$ cat config.mk
export PLATFORM = sky130hd
export DESIGN_NAME = sdram_ctrl_top
export DESIGN_NICKNAME = d
export VERILOG_FILES = /design/src/design/sdram_pkg.sv /design/src/design/sdram_init_seq.sv /design/src/design/sdram_access_fsm.sv /design/src/design/sdram_cmd_encoder.sv /design/src/design/sdram_data_path.sv /design/src/design/sdram_ctrl_top.sv
export VERILOG_INCLUDE_DIRS = /design/src /design/src/include
export SDC_FILE = /design/constraint.sdc
export NUM_CORES = 1
export LEC_CHECK = 0
export ABC_AREA = 1
export BUFFER_PORTS_ARGS = -buffer_cell sky130_fd_sc_hd__clkbuf_2
export CAP_MARGIN = 20
export CELL_PAD_IN_SITES_DETAIL_PLACEMENT = 1
export CELL_PAD_IN_SITES_GLOBAL_PLACEMENT = 2
export CORE_ASPECT_RATIO = 1.4
export CORE_MARGIN = 2
export CORE_UTILIZATION = 32
export CTS_BUF_LIST = sky130_fd_sc_hd__clkbuf_8
export CTS_CLUSTER_DIAMETER = 80
export DETAILED_ROUTE_END_ITERATION = 10
export GPL_TIMING_DRIVEN = 0
export PLACE_DENSITY = 0.83
export SYNTH_ARGS = -nofsm -noshare
export SYNTH_HDL_FRONTEND = slang
export SYNTH_SLANG_ARGS = --single-unit
$ cat constraint.sdc
create_clock -name clk -period 3.2 [get_ports clk]
set_input_delay 0.64 -clock clk [delete_from_list [all_inputs] [get_ports clk]]
set_output_delay 0.64 -clock clk [all_outputs]
set_load 0.05 [all_outputs]
$ cat src/include/sdram_macros.svh
`ifndef SDRAM_MACROS_SVH
`define SDRAM_MACROS_SVH

// geometry: 2 banks x 2048 rows x 256 cols, 16 bit words
`define SDRAM_ADDR_W          20  // {bank, row, col}
`define SDRAM_ROW_W           11  // also the pin address width
`define SDRAM_COL_W           8
`define SDRAM_DATA_W          16
`define SDRAM_BURST_W         9   // holds 1..256

// timing in clock cycles
`define SDRAM_TRP             4   // precharge period
`define SDRAM_TRC             6   // auto refresh period
`define SDRAM_TMRD            6   // load mode to next command
`define SDRAM_TRCD            2   // active to read/write
`define SDRAM_CL              3   // cas latency
`define SDRAM_TWR             2   // write recovery

// init sequence
`define SDRAM_INIT_REFRESHES  8
`define SDRAM_POWERUP_CYCLES  20000  // 200us at 100MHz

// mode register fields
`define SDRAM_MODE_CL         3
`define SDRAM_MODE_BURST_PAGE 7   // full page burst

`endif

$ cat src/design/sdram_pkg.sv
`include "sdram_macros.svh"

package sdram_pkg;

  // pin level commands, decoded in the command encoder
  typedef enum logic [3:0] {
    cmd_inhibit, cmd_nop, cmd_active, cmd_read, cmd_write,
    cmd_burst_stop, cmd_precharge, cmd_auto_refresh, cmd_load_mode
  } sdram_cmd_e;

  typedef enum logic [2:0] {
    ini_wait_power, ini_precharge, ini_wait_trp, ini_refresh,
    ini_wait_trc, ini_load_mode, ini_wait_tmrd, ini_done
  } init_state_e;

  typedef enum logic [3:0] {
    acc_idle, acc_active, acc_wait_trcd, acc_read, acc_wait_cl, acc_read_data,
    acc_write, acc_write_data, acc_wait_twr, acc_precharge, acc_wait_trp
  } access_state_e;

  typedef enum logic {op_read, op_write} access_op_e;

  typedef struct packed {
    sdram_cmd_e                cmd;
    logic                      ba;
    logic [`SDRAM_ROW_W-1:0]   addr;
  } sdram_req_t;

  typedef logic [`SDRAM_ADDR_W-1:0]  sys_addr_t;
  typedef logic [`SDRAM_BURST_W-1:0] burst_t;
  typedef logic [`SDRAM_DATA_W-1:0]  sdram_data_t;

endpackage

$ cat src/design/sdram_init_seq.sv
`include "sdram_macros.svh"

module sdram_init_seq #(
  parameter int init_wait_cycles = `SDRAM_POWERUP_CYCLES
) (
  input  logic                   clk,
  input  logic                   rst_n,
  output sdram_pkg::sdram_req_t  init_req,
  output logic                   init_done
);
  import sdram_pkg::*;

  localparam int cnt_w = $clog2(init_wait_cycles + 16);  // room for the short waits too
  localparam int ref_w = $clog2(`SDRAM_INIT_REFRESHES + 1);

  localparam logic [cnt_w-1:0] pwr_last  = cnt_w'(init_wait_cycles - 1);
  localparam logic [cnt_w-1:0] trp_last  = cnt_w'(`SDRAM_TRP - 1);
  localparam logic [cnt_w-1:0] trc_last  = cnt_w'(`SDRAM_TRC - 1);
  localparam logic [cnt_w-1:0] tmrd_last = cnt_w'(`SDRAM_TMRD - 1);
  localparam logic [ref_w-1:0] ref_total = ref_w'(`SDRAM_INIT_REFRESHES);

  // A10 reserved, A9 burst write, op mode 00, then cl, sequential, burst length
  localparam logic [`SDRAM_ROW_W-1:0] mode_word = {
    1'b0, 1'b0, 2'b00, 3'(`SDRAM_MODE_CL), 1'b0, 3'(`SDRAM_MODE_BURST_PAGE)
  };

  init_state_e      state, state_next;
  logic [cnt_w-1:0] dly_cnt;   // cycles spent in the current state
  logic [ref_w-1:0] ref_cnt;   // refreshes issued so far

  always_comb begin
    state_next = state;
    case (state)
      ini_wait_power: if (dly_cnt == pwr_last) state_next = ini_precharge;
      ini_precharge:  state_next = ini_wait_trp;
      ini_wait_trp:   if (dly_cnt == trp_last) state_next = ini_refresh;
      ini_refresh:    state_next = ini_wait_trc;
      ini_wait_trc: begin
        if (dly_cnt == trc_last)
          state_next = (ref_cnt == ref_total) ? ini_load_mode : ini_refresh;
      end
      ini_load_mode:  state_next = ini_wait_tmrd;
      ini_wait_tmrd:  if (dly_cnt == tmrd_last) state_next = ini_done;
      default:        state_next = ini_done;   // done holds
    endcase
  end

  always_ff @(posedge clk or negedge rst_n) begin
    if (!rst_n) begin
      state   <= ini_wait_power;
      dly_cnt <= '0;
      ref_cnt <= '0;
    end else begin
      state <= state_next;
      if (state_next != state)
        dly_cnt <= '0;               // every wait starts from zero
      else if (state != ini_done)
        dly_cnt <= dly_cnt + 1'b1;   // frozen once done
      if (state == ini_refresh)
        ref_cnt <= ref_cnt + 1'b1;
    end
  end

  // command request, nop outside the three command states
  always_comb begin
    init_req.cmd  = cmd_nop;
    init_req.ba   = 1'b1;
    init_req.addr = '1;             // A10 high, all banks for precharge
    case (state)
      ini_precharge: init_req.cmd = cmd_precharge;
      ini_refresh:   init_req.cmd = cmd_auto_refresh;
      ini_load_mode: begin
        init_req.cmd  = cmd_load_mode;
        init_req.ba   = 1'b0;
        init_req.addr = mode_word;
      end
      default:       init_req.cmd = cmd_nop;
    endcase
  end

  assign init_done = (state == ini_done);

endmodule

$ cat src/design/sdram_access_fsm.sv
`include "sdram_macros.svh"

module sdram_access_fsm (
  input  logic                   clk,
  input  logic                   rst_n,
  input  logic                   init_done,
  input  logic                   wr_req,
  input  sdram_pkg::sys_addr_t   wr_addr,
  input  sdram_pkg::burst_t      wr_burst,
  input  logic                   rd_req,
  input  sdram_pkg::sys_addr_t   rd_addr,
  input  sdram_pkg::burst_t      rd_burst,
  output logic                   wr_ack,
  output sdram_pkg::sdram_req_t  access_req,
  output logic                   wr_phase,
  output logic                   rd_window
);
  import sdram_pkg::*;

  localparam int cnt_w = `SDRAM_BURST_W;   // cl + 256 still fits

  // active is one cycle, so trcd-1 wait cycles give the full trcd gap
  localparam logic [cnt_w-1:0] trcd_last = cnt_w'(`SDRAM_TRCD - 2);
  localparam logic [cnt_w-1:0] cl_cnt    = cnt_w'(`SDRAM_CL);
  localparam logic [cnt_w-1:0] twr_last  = cnt_w'(`SDRAM_TWR - 1);
  localparam logic [cnt_w-1:0] trp_last  = cnt_w'(`SDRAM_TRP - 1);

  access_state_e    state, state_next;
  access_op_e       op_q;
  sys_addr_t        addr_q;     // latched at accept
  burst_t           burst_q;
  logic [cnt_w-1:0] cnt;
  logic             cnt_clr;
  logic             bank;
  logic [`SDRAM_ROW_W-1:0] row;
  logic [`SDRAM_COL_W-1:0] col;
  logic             read_stop;  // burst stop inside the read path
  logic             write_stop; // burst stop after the last write word

  assign bank = addr_q[`SDRAM_ADDR_W-1];
  assign row  = addr_q[`SDRAM_ADDR_W-2 -: `SDRAM_ROW_W];
  assign col  = addr_q[`SDRAM_COL_W-1:0];

  always_comb begin
    state_next = state;
    case (state)
      acc_idle:       if (init_done && (wr_req || rd_req)) state_next = acc_active;
      acc_active:     state_next = acc_wait_trcd;
      acc_wait_trcd: begin
        if (cnt == trcd_last)
          state_next = (op_q == op_write) ? acc_write : acc_read;
      end
      acc_read:       state_next = acc_wait_cl;
      acc_wait_cl:    if (cnt == cl_cnt) state_next = acc_read_data;
      acc_read_data:  if (cnt == burst_q + cl_cnt) state_next = acc_precharge;
      acc_write:      state_next = (burst_q == burst_t'(1)) ? acc_wait_twr : acc_write_data;
      acc_write_data: if (cnt == burst_q - burst_t'(2)) state_next = acc_wait_twr;
      acc_wait_twr:   if (cnt == twr_last) state_next = acc_precharge;
      acc_precharge:  state_next = acc_wait_trp;
      acc_wait_trp:   if (cnt == trp_last) state_next = acc_idle;
      default:        state_next = acc_idle;
    endcase
  end

  // read path keeps counting from the read command, cnt = cycles since read
  assign cnt_clr = (state == acc_idle) ||
                   ((state_next != state) && (state != acc_read) && (state != acc_wait_cl));

  always_ff @(posedge clk or negedge rst_n) begin
    if (!rst_n) begin
      state <= acc_idle;
      cnt   <= '0;
      op_q  <= op_read;
    end else begin
      state <= state_next;
      cnt   <= cnt_clr ? '0 : cnt + 1'b1;
      if (state == acc_idle)
        op_q <= wr_req ? op_write : op_read;   // write wins a tie
    end
  end

  // request fields, sampled every idle cycle and frozen after accept
  always_ff @(posedge clk) begin
    if (state == acc_idle) begin
      addr_q  <= wr_req ? wr_addr : rd_addr;
      burst_q <= wr_req ? wr_burst : rd_burst;
    end
  end

  // stop at read+burst on the request side, last data comes cl-1 later
  assign read_stop  = (state inside {acc_read, acc_wait_cl, acc_read_data}) &&
                      (cnt == burst_q);
  assign write_stop = (state == acc_wait_twr) && (cnt == '0);

  always_comb begin
    access_req.cmd  = cmd_nop;
    access_req.ba   = 1'b1;
    access_req.addr = '1;
    if (state == acc_active) begin
      access_req.cmd  = cmd_active;
      access_req.ba   = bank;
      access_req.addr = row;
    end else if (state == acc_read || state == acc_write) begin
      access_req.cmd  = (state == acc_read) ? cmd_read : cmd_write;
      access_req.ba   = bank;
      access_req.addr = {{(`SDRAM_ROW_W - `SDRAM_COL_W){1'b0}}, col};  // A10 low, no auto pre
    end else if (read_stop || write_stop) begin
      access_req.cmd  = cmd_burst_stop;
    end else if (state == acc_precharge) begin
      access_req.cmd  = cmd_precharge;   // A10 low, this bank only
      access_req.ba   = bank;
      access_req.addr = '0;
    end
  end

  assign wr_phase  = (state == acc_write) || (state == acc_write_data);
  assign wr_ack    = wr_phase;   // one ack per word taken
  assign rd_window = (state == acc_read_data);

endmodule

$ cat src/design/sdram_cmd_encoder.sv
module sdram_cmd_encoder (
  input  logic                   clk,
  input  logic                   rst_n,
  input  sdram_pkg::sdram_req_t  init_req,
  input  sdram_pkg::sdram_req_t  access_req,
  output logic                   sdram_cke,
  output logic                   sdram_cs_n,
  output logic                   sdram_ras_n,
  output logic                   sdram_cas_n,
  output logic                   sdram_we_n,
  output logic                   sdram_ba,
  output logic [10:0]            sdram_addr
);
  import sdram_pkg::*;

  sdram_req_t sel;
  logic [4:0] pins_q;   // {cke, cs_n, ras_n, cas_n, we_n}

  // command to {cke, cs_n, ras_n, cas_n, we_n}
  function automatic logic [4:0] cmd_pins(input sdram_cmd_e cmd);
    logic [4:0] p;
    case (cmd)
      cmd_inhibit:      p = 5'b01111;   // cke low, deselected
      cmd_active:       p = 5'b10011;
      cmd_read:         p = 5'b10101;
      cmd_write:        p = 5'b10100;
      cmd_burst_stop:   p = 5'b10110;
      cmd_precharge:    p = 5'b10010;
      cmd_auto_refresh: p = 5'b10001;
      cmd_load_mode:    p = 5'b10000;
      default:          p = 5'b10111;   // nop
    endcase
    return p;
  endfunction

  // the two sources never issue in the same cycle
  assign sel = (init_req.cmd != cmd_nop) ? init_req : access_req;

  always_ff @(posedge clk or negedge rst_n) begin
    if (!rst_n) begin
      pins_q     <= cmd_pins(cmd_inhibit);
      sdram_ba   <= 1'b1;
      sdram_addr <= '1;
    end else begin
      pins_q <= cmd_pins(sel.cmd);
      if (sel.cmd == cmd_nop) begin
        sdram_ba   <= 1'b1;   // park lines high when idle
        sdram_addr <= '1;
      end else begin
        sdram_ba   <= sel.ba;
        sdram_addr <= sel.addr;
      end
    end
  end

  assign {sdram_cke, sdram_cs_n, sdram_ras_n, sdram_cas_n, sdram_we_n} = pins_q;

endmodule

$ cat src/design/sdram_data_path.sv
module sdram_data_path (
  input  logic                   clk,
  input  logic                   rst_n,
  input  logic                   wr_phase,
  input  sdram_pkg::sdram_data_t wr_data,
  input  logic                   rd_window,
  input  sdram_pkg::sdram_data_t sdram_dq_in,
  output sdram_pkg::sdram_data_t sdram_dq_out,
  output logic                   sdram_dq_oe,
  output sdram_pkg::sdram_data_t rd_data,
  output logic                   rd_ack
);

  // write side, word lands on the pins with the write command
  always_ff @(posedge clk or negedge rst_n) begin
    if (!rst_n)
      sdram_dq_oe <= 1'b0;
    else
      sdram_dq_oe <= wr_phase;   // drive only while words are taken
  end

  always_ff @(posedge clk) begin
    if (wr_phase)
      sdram_dq_out <= wr_data;
  end

  // read side, one cycle behind the pins
  always_ff @(posedge clk or negedge rst_n) begin
    if (!rst_n)
      rd_ack <= 1'b0;
    else
      rd_ack <= rd_window;
  end

  always_ff @(posedge clk) begin
    if (rd_window)
      rd_data <= sdram_dq_in;   // hold last word outside the window
  end

endmodule

$ cat src/design/sdram_ctrl_top.sv
`include "sdram_macros.svh"

module sdram_ctrl_top #(
  parameter int init_wait_cycles = `SDRAM_POWERUP_CYCLES
) (
  input  logic                     clk,
  input  logic                     rst_n,
  // write port
  input  logic                     wr_req,
  output logic                     wr_ack,
  input  sdram_pkg::sys_addr_t     wr_addr,
  input  sdram_pkg::burst_t        wr_burst,
  input  sdram_pkg::sdram_data_t   wr_data,
  // read port
  input  logic                     rd_req,
  output logic                     rd_ack,
  input  sdram_pkg::sys_addr_t     rd_addr,
  input  sdram_pkg::burst_t        rd_burst,
  output sdram_pkg::sdram_data_t   rd_data,
  output logic                     init_done,
  // device pins
  output logic                     sdram_cke,
  output logic                     sdram_cs_n,
  output logic                     sdram_ras_n,
  output logic                     sdram_cas_n,
  output logic                     sdram_we_n,
  output logic                     sdram_ba,
  output logic [`SDRAM_ROW_W-1:0]  sdram_addr,
  input  sdram_pkg::sdram_data_t   sdram_dq_in,   // split dq bus
  output sdram_pkg::sdram_data_t   sdram_dq_out,
  output logic                     sdram_dq_oe
);
  import sdram_pkg::*;

  sdram_req_t init_req;    // init sequence commands
  sdram_req_t access_req;  // read/write commands
  logic       wr_phase;    // write word taken this cycle
  logic       rd_window;   // read word on the pins this cycle

  sdram_init_seq #(
    .init_wait_cycles (init_wait_cycles)
  ) sdram_init_seq_inst (
    .clk       (clk),
    .rst_n     (rst_n),
    .init_req  (init_req),
    .init_done (init_done)
  );

  sdram_access_fsm sdram_access_fsm_inst (
    .clk        (clk),
    .rst_n      (rst_n),
    .init_done  (init_done),
    .wr_req     (wr_req),
    .wr_addr    (wr_addr),
    .wr_burst   (wr_burst),
    .rd_req     (rd_req),
    .rd_addr    (rd_addr),
    .rd_burst   (rd_burst),
    .wr_ack     (wr_ack),
    .access_req (access_req),
    .wr_phase   (wr_phase),
    .rd_window  (rd_window)
  );

  sdram_cmd_encoder sdram_cmd_encoder_inst (
    .clk         (clk),
    .rst_n       (rst_n),
    .init_req    (init_req),
    .access_req  (access_req),
    .sdram_cke   (sdram_cke),
    .sdram_cs_n  (sdram_cs_n),
    .sdram_ras_n (sdram_ras_n),
    .sdram_cas_n (sdram_cas_n),
    .sdram_we_n  (sdram_we_n),
    .sdram_ba    (sdram_ba),
    .sdram_addr  (sdram_addr)
  );

  sdram_data_path sdram_data_path_inst (
    .clk          (clk),
    .rst_n        (rst_n),
    .wr_phase     (wr_phase),
    .wr_data      (wr_data),
    .rd_window    (rd_window),
    .sdram_dq_in  (sdram_dq_in),
    .sdram_dq_out (sdram_dq_out),
    .sdram_dq_oe  (sdram_dq_oe),
    .rd_data      (rd_data),
    .rd_ack       (rd_ack)
  );

endmodule

# Word-level counts from Yosys, hierarchy flattened
# Memories as Yosys holds them, arrays and structs flattened. A register that Yosys moved wholly into a read port is not among the register bits.
# Index checks and enable logic that the tools add are counted.
# totals
regBits,111
rom_bits,80
in_bits,94
word_cells,103
memories,1
# classes
add_sub_neg,5
eq_ne,34
muxes,33
reduce_logical,16
# mem_list
name,words,word_bits,rd,rd_ports_with_merged_regs,wr,line_no,rtl
(no name shown),16,5,1,1,0,sdram_cmd_encoder.sv:22,case (cmd)
# ops
op,n
$mux 16,3
$mux 15,3
$pmux 4 s11,1
$mux 4,8
$eq 9x9->1,3
$mux 12,2
$mux 3,8
$pmux 3 s7,1
$mux 20,1
$eq 9x1->1 const B,2
$mux 9,2
$eq 4x3->1 const B,4
$eq 4x4->1 const B,4
$add 15x1->15 const B,1
$eq 15x15->1 const B,1
$eq 15x2->1 const B,1
$eq 15x3->1 const B,1
$eq 3x3->1 const B,4
$pmux 4 s3,1
$mux 11,1
$add 9x1->9 const B,1
$add 9x2->9 const B,1
$eq 9x2->1 const B,1
$logic_not 9->1,1
other kinds (20),32

# Depth between registers and ports, before layout
# logic_depth
depth_word,10
mapped_depth,19
depth_no_buf,19

# Modules after synthesis
# Synthesis repeated with hierarchy kept, for this count alone.
# unflattened
hier_cells,775
area_unflattened_um2,6452.4
# by_module_without_submodules
mod,instances,cells_per_inst,area_per_inst_um2,seq_area_each_um2
sdram_access_fsm,1,439,3044.2,1221.2
sdram_init_seq,1,191,1440.1,550.5
sdram_data_path,1,34,1011.0,1011.0
sdram_cmd_encoder,1,111,957.2,445.4

# Worst setup path before layout
# No wires, ideal clock.
# synth_path
kind,register to output
start,register sdram_access_fsm_inst.state[3]
end,output wr_ack
t_arrival_ps,1932
required_ps,2560
setup_slack_ps,628
stages_incl_launch_ff,4
n_path_buf,0
path_cell_list,dfrtp_1 > inv_1 > nand2_1 > nor2_1
# synth_between
elab_chain_len,2
word_cells_on_any_way,3
# synth_lines
item,line_no,rtl
start: declaration,sdram_access_fsm.sv:28,"access_state_e state, state_next;"
start signal: assignment,sdram_access_fsm.sv:71,state <= acc_idle;
start signal: assignment,sdram_access_fsm.sv:75,state <= state_next;
$eq 4x3->1,sdram_access_fsm.sv:116,assign wr_phase = (state == acc_write) || (state == acc_write_data);
$logic_or 1x1->1 *,sdram_access_fsm.sv:116,
end: declaration,sdram_ctrl_top.sv:10,"output logic wr_ack,"
# Every way passes the cells marked *; elsewhere a longest branch is shown, timed or not.

# Final worst setup path
# Same ends and word-level chain as after synthesis.

==> out/results.txt <==
status = complete, no violations
CTS H-tree lvls = 4
CP Launch Type = flop
R2R cell count = 13
Ports = 147
Clk pwr share = 0.443
critical path endpoint category = output pin
postcts setup bufs = 0
pin count of the biggest net entering global routing = 56
final wirelength = 16180 µm
Final setup viols = 0
Vert. Die Dim = 164.9 µm
setup TNS = 0 ps
CP arrival = 2290 ps
cts hold-fix bufs = 0
routability cong. = 0.8383
#FFs+latches synth = 116
final hold slack = 302.0 ps
Iteration-0 DRC Markers = 151
cell area after synthesis = 5918 µm²
CTS Buffer Depth = 2
Max VDD drop = 162.5 µV
global route total overflow = 0
worst min path class = input port to async pin
Switch Pwr = 786.3 µW
Layout Area Growth over Synthesis = 24.86%
cells after synthesis = 676
area leader, netlist = edfxtp_1
crit path max fanout = 18
Crit path largest cell delay = 730 ps
most used flip-flop cell after synthesis = edfxtp_1
Slew @ Worst Pin = 1014 ps
antenna viol nets, final = 0
Period minus WS final = 2925 ps
Synth cell types = 34
Final Cycle Share = 0.9141
clock root buffer = clkbuf_8
sw frac = 0.2498
Syn Area/Cell = 8.755 µm²
CP Cell Sequence = inv_1 -> nand2_1 -> nor2_2 -> clkbuf_2
Max Cap Viol = 0
Worst-Skew Late Latency = 450 ps
PD cells = 425.9 nW/µm²
skew final = 15.17 ps
PortBufs = 146
leakage = 3.499 nW
Syn. warnings = 0
Flop pwr share = 0.505
CP Launch Point = sdram_access_fsm_inst.state[3]
die area = 19610 µm²
Post-synth EDFFs = 61
CP Depth = 4
Core Area = 18070 µm²
drt first pass iters = 6
ys async rst share = 0.4741
gr usage total = 0.1757
CTS buffer count = 17
Wirelength per Cell = 14.77 µm
Vias/cell = 4.678
Top Usage Layer GRT = met2
Rows = 58
Max Slew Vio Count = 0
CP endpoint = wr_ack
top cells by area, synth = edfxtp_1 (31%), dfrtp_1 (16%), nand2_1 (13%)
RSZ-0062 raised after global routing = no
slowest cell on the critical path = nor2_2
DP HPWL = 12750 µm
reg2reg setup slack = 480 ps
Slew HR = 0.3232
met1 GRT Util = 0.1941
post-CTS sizing = 0
reg2reg end = sdram_access_fsm_inst.cnt[6]
Worst-path clk slew = 90 ps
met2 usage = 0.3276
Net count, final = 953
required time worst endpoint = 2560 ps
TritonCTS clock tree = yes
vias post-DR = 5122
Initial Utilization = 0.3275
Synth Net Count = 787
antenna cells = 0
drc violations = 0
Final Hold Fails = 0
area share of the largest cell type after synthesis = 0.3095
initial antenna violation count = 0
Largest delay share family, worst path = simple AND/OR/NAND/NOR gates
Crit Path Class = flop to output pin
sequential area share after synthesis = 0.5455
share of layout cells above drive strength 1 = 0.2784
Sink Count = 116
fmax = 0.3419 GHz
met3 GRT Util = 0.03798
combinational share of power = 0.052
first-pass GRT wire length = 26970 µm
Int Pwr = 2.361 mW
combined buffer and inverter count along the critical path = 2
die width = 118.9 µm
vias in the first global route = 5590
worst r2r src = sdram_access_fsm_inst.state[1]
power by group through the flow:
stage | clock network [mW] | registers [mW] | logic [mW]
2_1_floorplan | 0 | 1.66 | 0.0332
3_3_place_gp | 0 | 1.62 | 0.162
3_5_place_dp | 0 | 1.62 | 0.168
4_1_cts | 1.45 | 1.59 | 0.168
5_1_grt | 1.51 | 1.59 | 0.184
6_report | 1.40 | 1.59 | 0.163
state kept, by name, indices dropped and copies added, names as in the netlist, 5 cells and up:
name,cells
sdram_access_fsm_inst.addr_q,20
sdram_access_fsm_inst.burst_q,9
sdram_access_fsm_inst.cnt,9
sdram_cmd_encoder_inst.pins_q,5
sdram_cmd_encoder_inst.sdram_addr,11
sdram_data_path_inst.rd_data,16
sdram_data_path_inst.sdram_dq_out,16
sdram_init_seq_inst.dly_cnt,15
worst min-delay path by stage:
stage | slack (ps) | end | cells after the start
finish | 300 | sdram_access_fsm_inst.cnt[3] | 1
global route | 320 | sdram_data_path_inst.rd_data[3] | 1
CTS | 320 | sdram_access_fsm_inst.cnt[3] | 1
detailed placement | 470 | sdram_cmd_encoder_inst.sdram_addr[3] | 2
global placement | 470 | sdram_init_seq_inst.ref_cnt[3] | 1
floorplan | 340 | sdram_access_fsm_inst.cnt[0] | 0
routing by layer:
layer  vias to the layer above  part of all wire
met1                      2446              0.41
li1                       2533                 -
met5                         -                 0
met2                       124              0.54
met4                         0             0.017
met3                        19             0.039
cells in the mapped netlist, types with 2 or more instances:
library cell,count
nor3_1,22
nand2_2,4
dfstp_2,16
clkbuf_1,6
inv_1,66
inv_2,10
edfxtp_1,61
dfrtp_1,39
nand2_1,208
nand3_1,55
a211oi_1,2
nor4_1,4
o21ai_0,12
nor2_2,15
nor2_1,63
xor2_1,16
o21ai_1,6
a221oi_1,2
ha_1,17
xnor2_1,5
a21oi_1,18
nor2_4,2
nand4_1,12
buf_2,3
o21a_1,3
stage by stage:
stage | total power [mW] | area (µm²) | utilization | worst slack (ps) | cells
2_1_floorplan | 1.693 | 5918 | - | 628.4 | 676
4_1_cts | 3.204 | 7362 | 0.4074 | 173.6 | 1094
3_3_place_gp | 1.782 | 6949 | 0.3846 | 207.5 | 1062
5_1_grt | 3.289 | 7390 | 0.4089 | 52.71 | 1095
6_report | 3.147 | 7390 | 0.4089 | 274.8 | 1095
3_5_place_dp | 1.788 | 6957 | 0.3850 | 454.0 | 1062
layout make-up:
class                   count  area [µm²]
clock buffers              17       234.0
fillers                  2220       10680
inverters                  76       285.3
clock inverters            15       171.4
well taps                 240       300.3
multi-input cells         474        2365
plain buffers              10       45.04
repair buffers            147       760.7
flip-flops and latches    116        3228
placed cells by master, fill, tap and decap left out, drive strengths merged:
| cell | count |
|---|---|
| bufinv | 2 |
| a21oi | 19 |
| nor4 | 4 |
| nand4 | 12 |
| buf | 5 |
| o21ai | 18 |
| edfxtp | 61 |
| a221oi | 2 |
| dfrtp | 39 |
| clkinvlp | 3 |
| xnor2 | 5 |
| ha | 17 |
| o31ai | 1 |
| a21boi | 2 |
| clkbuf | 169 |
| clkinv | 3 |
| nor3 | 23 |
| inv | 83 |
| o21a | 3 |
| nand3 | 56 |
| dfstp | 16 |
| a211oi | 2 |
| nor2 | 80 |
| nand2 | 213 |
| or2 | 1 |
| xor2 | 16 |
cell families after synthesis:
kind of cell / share of synthesized area
AOI/OAI and AO/OA: 0.04651
DFF: 0.5455
buffers and inverters: 0.05581
xor gates and xnor gates: 0.03108
adders and majority gates: 0.03594
and+or+nand+nor: 0.2852
Power figures use the tool's default switching activity.
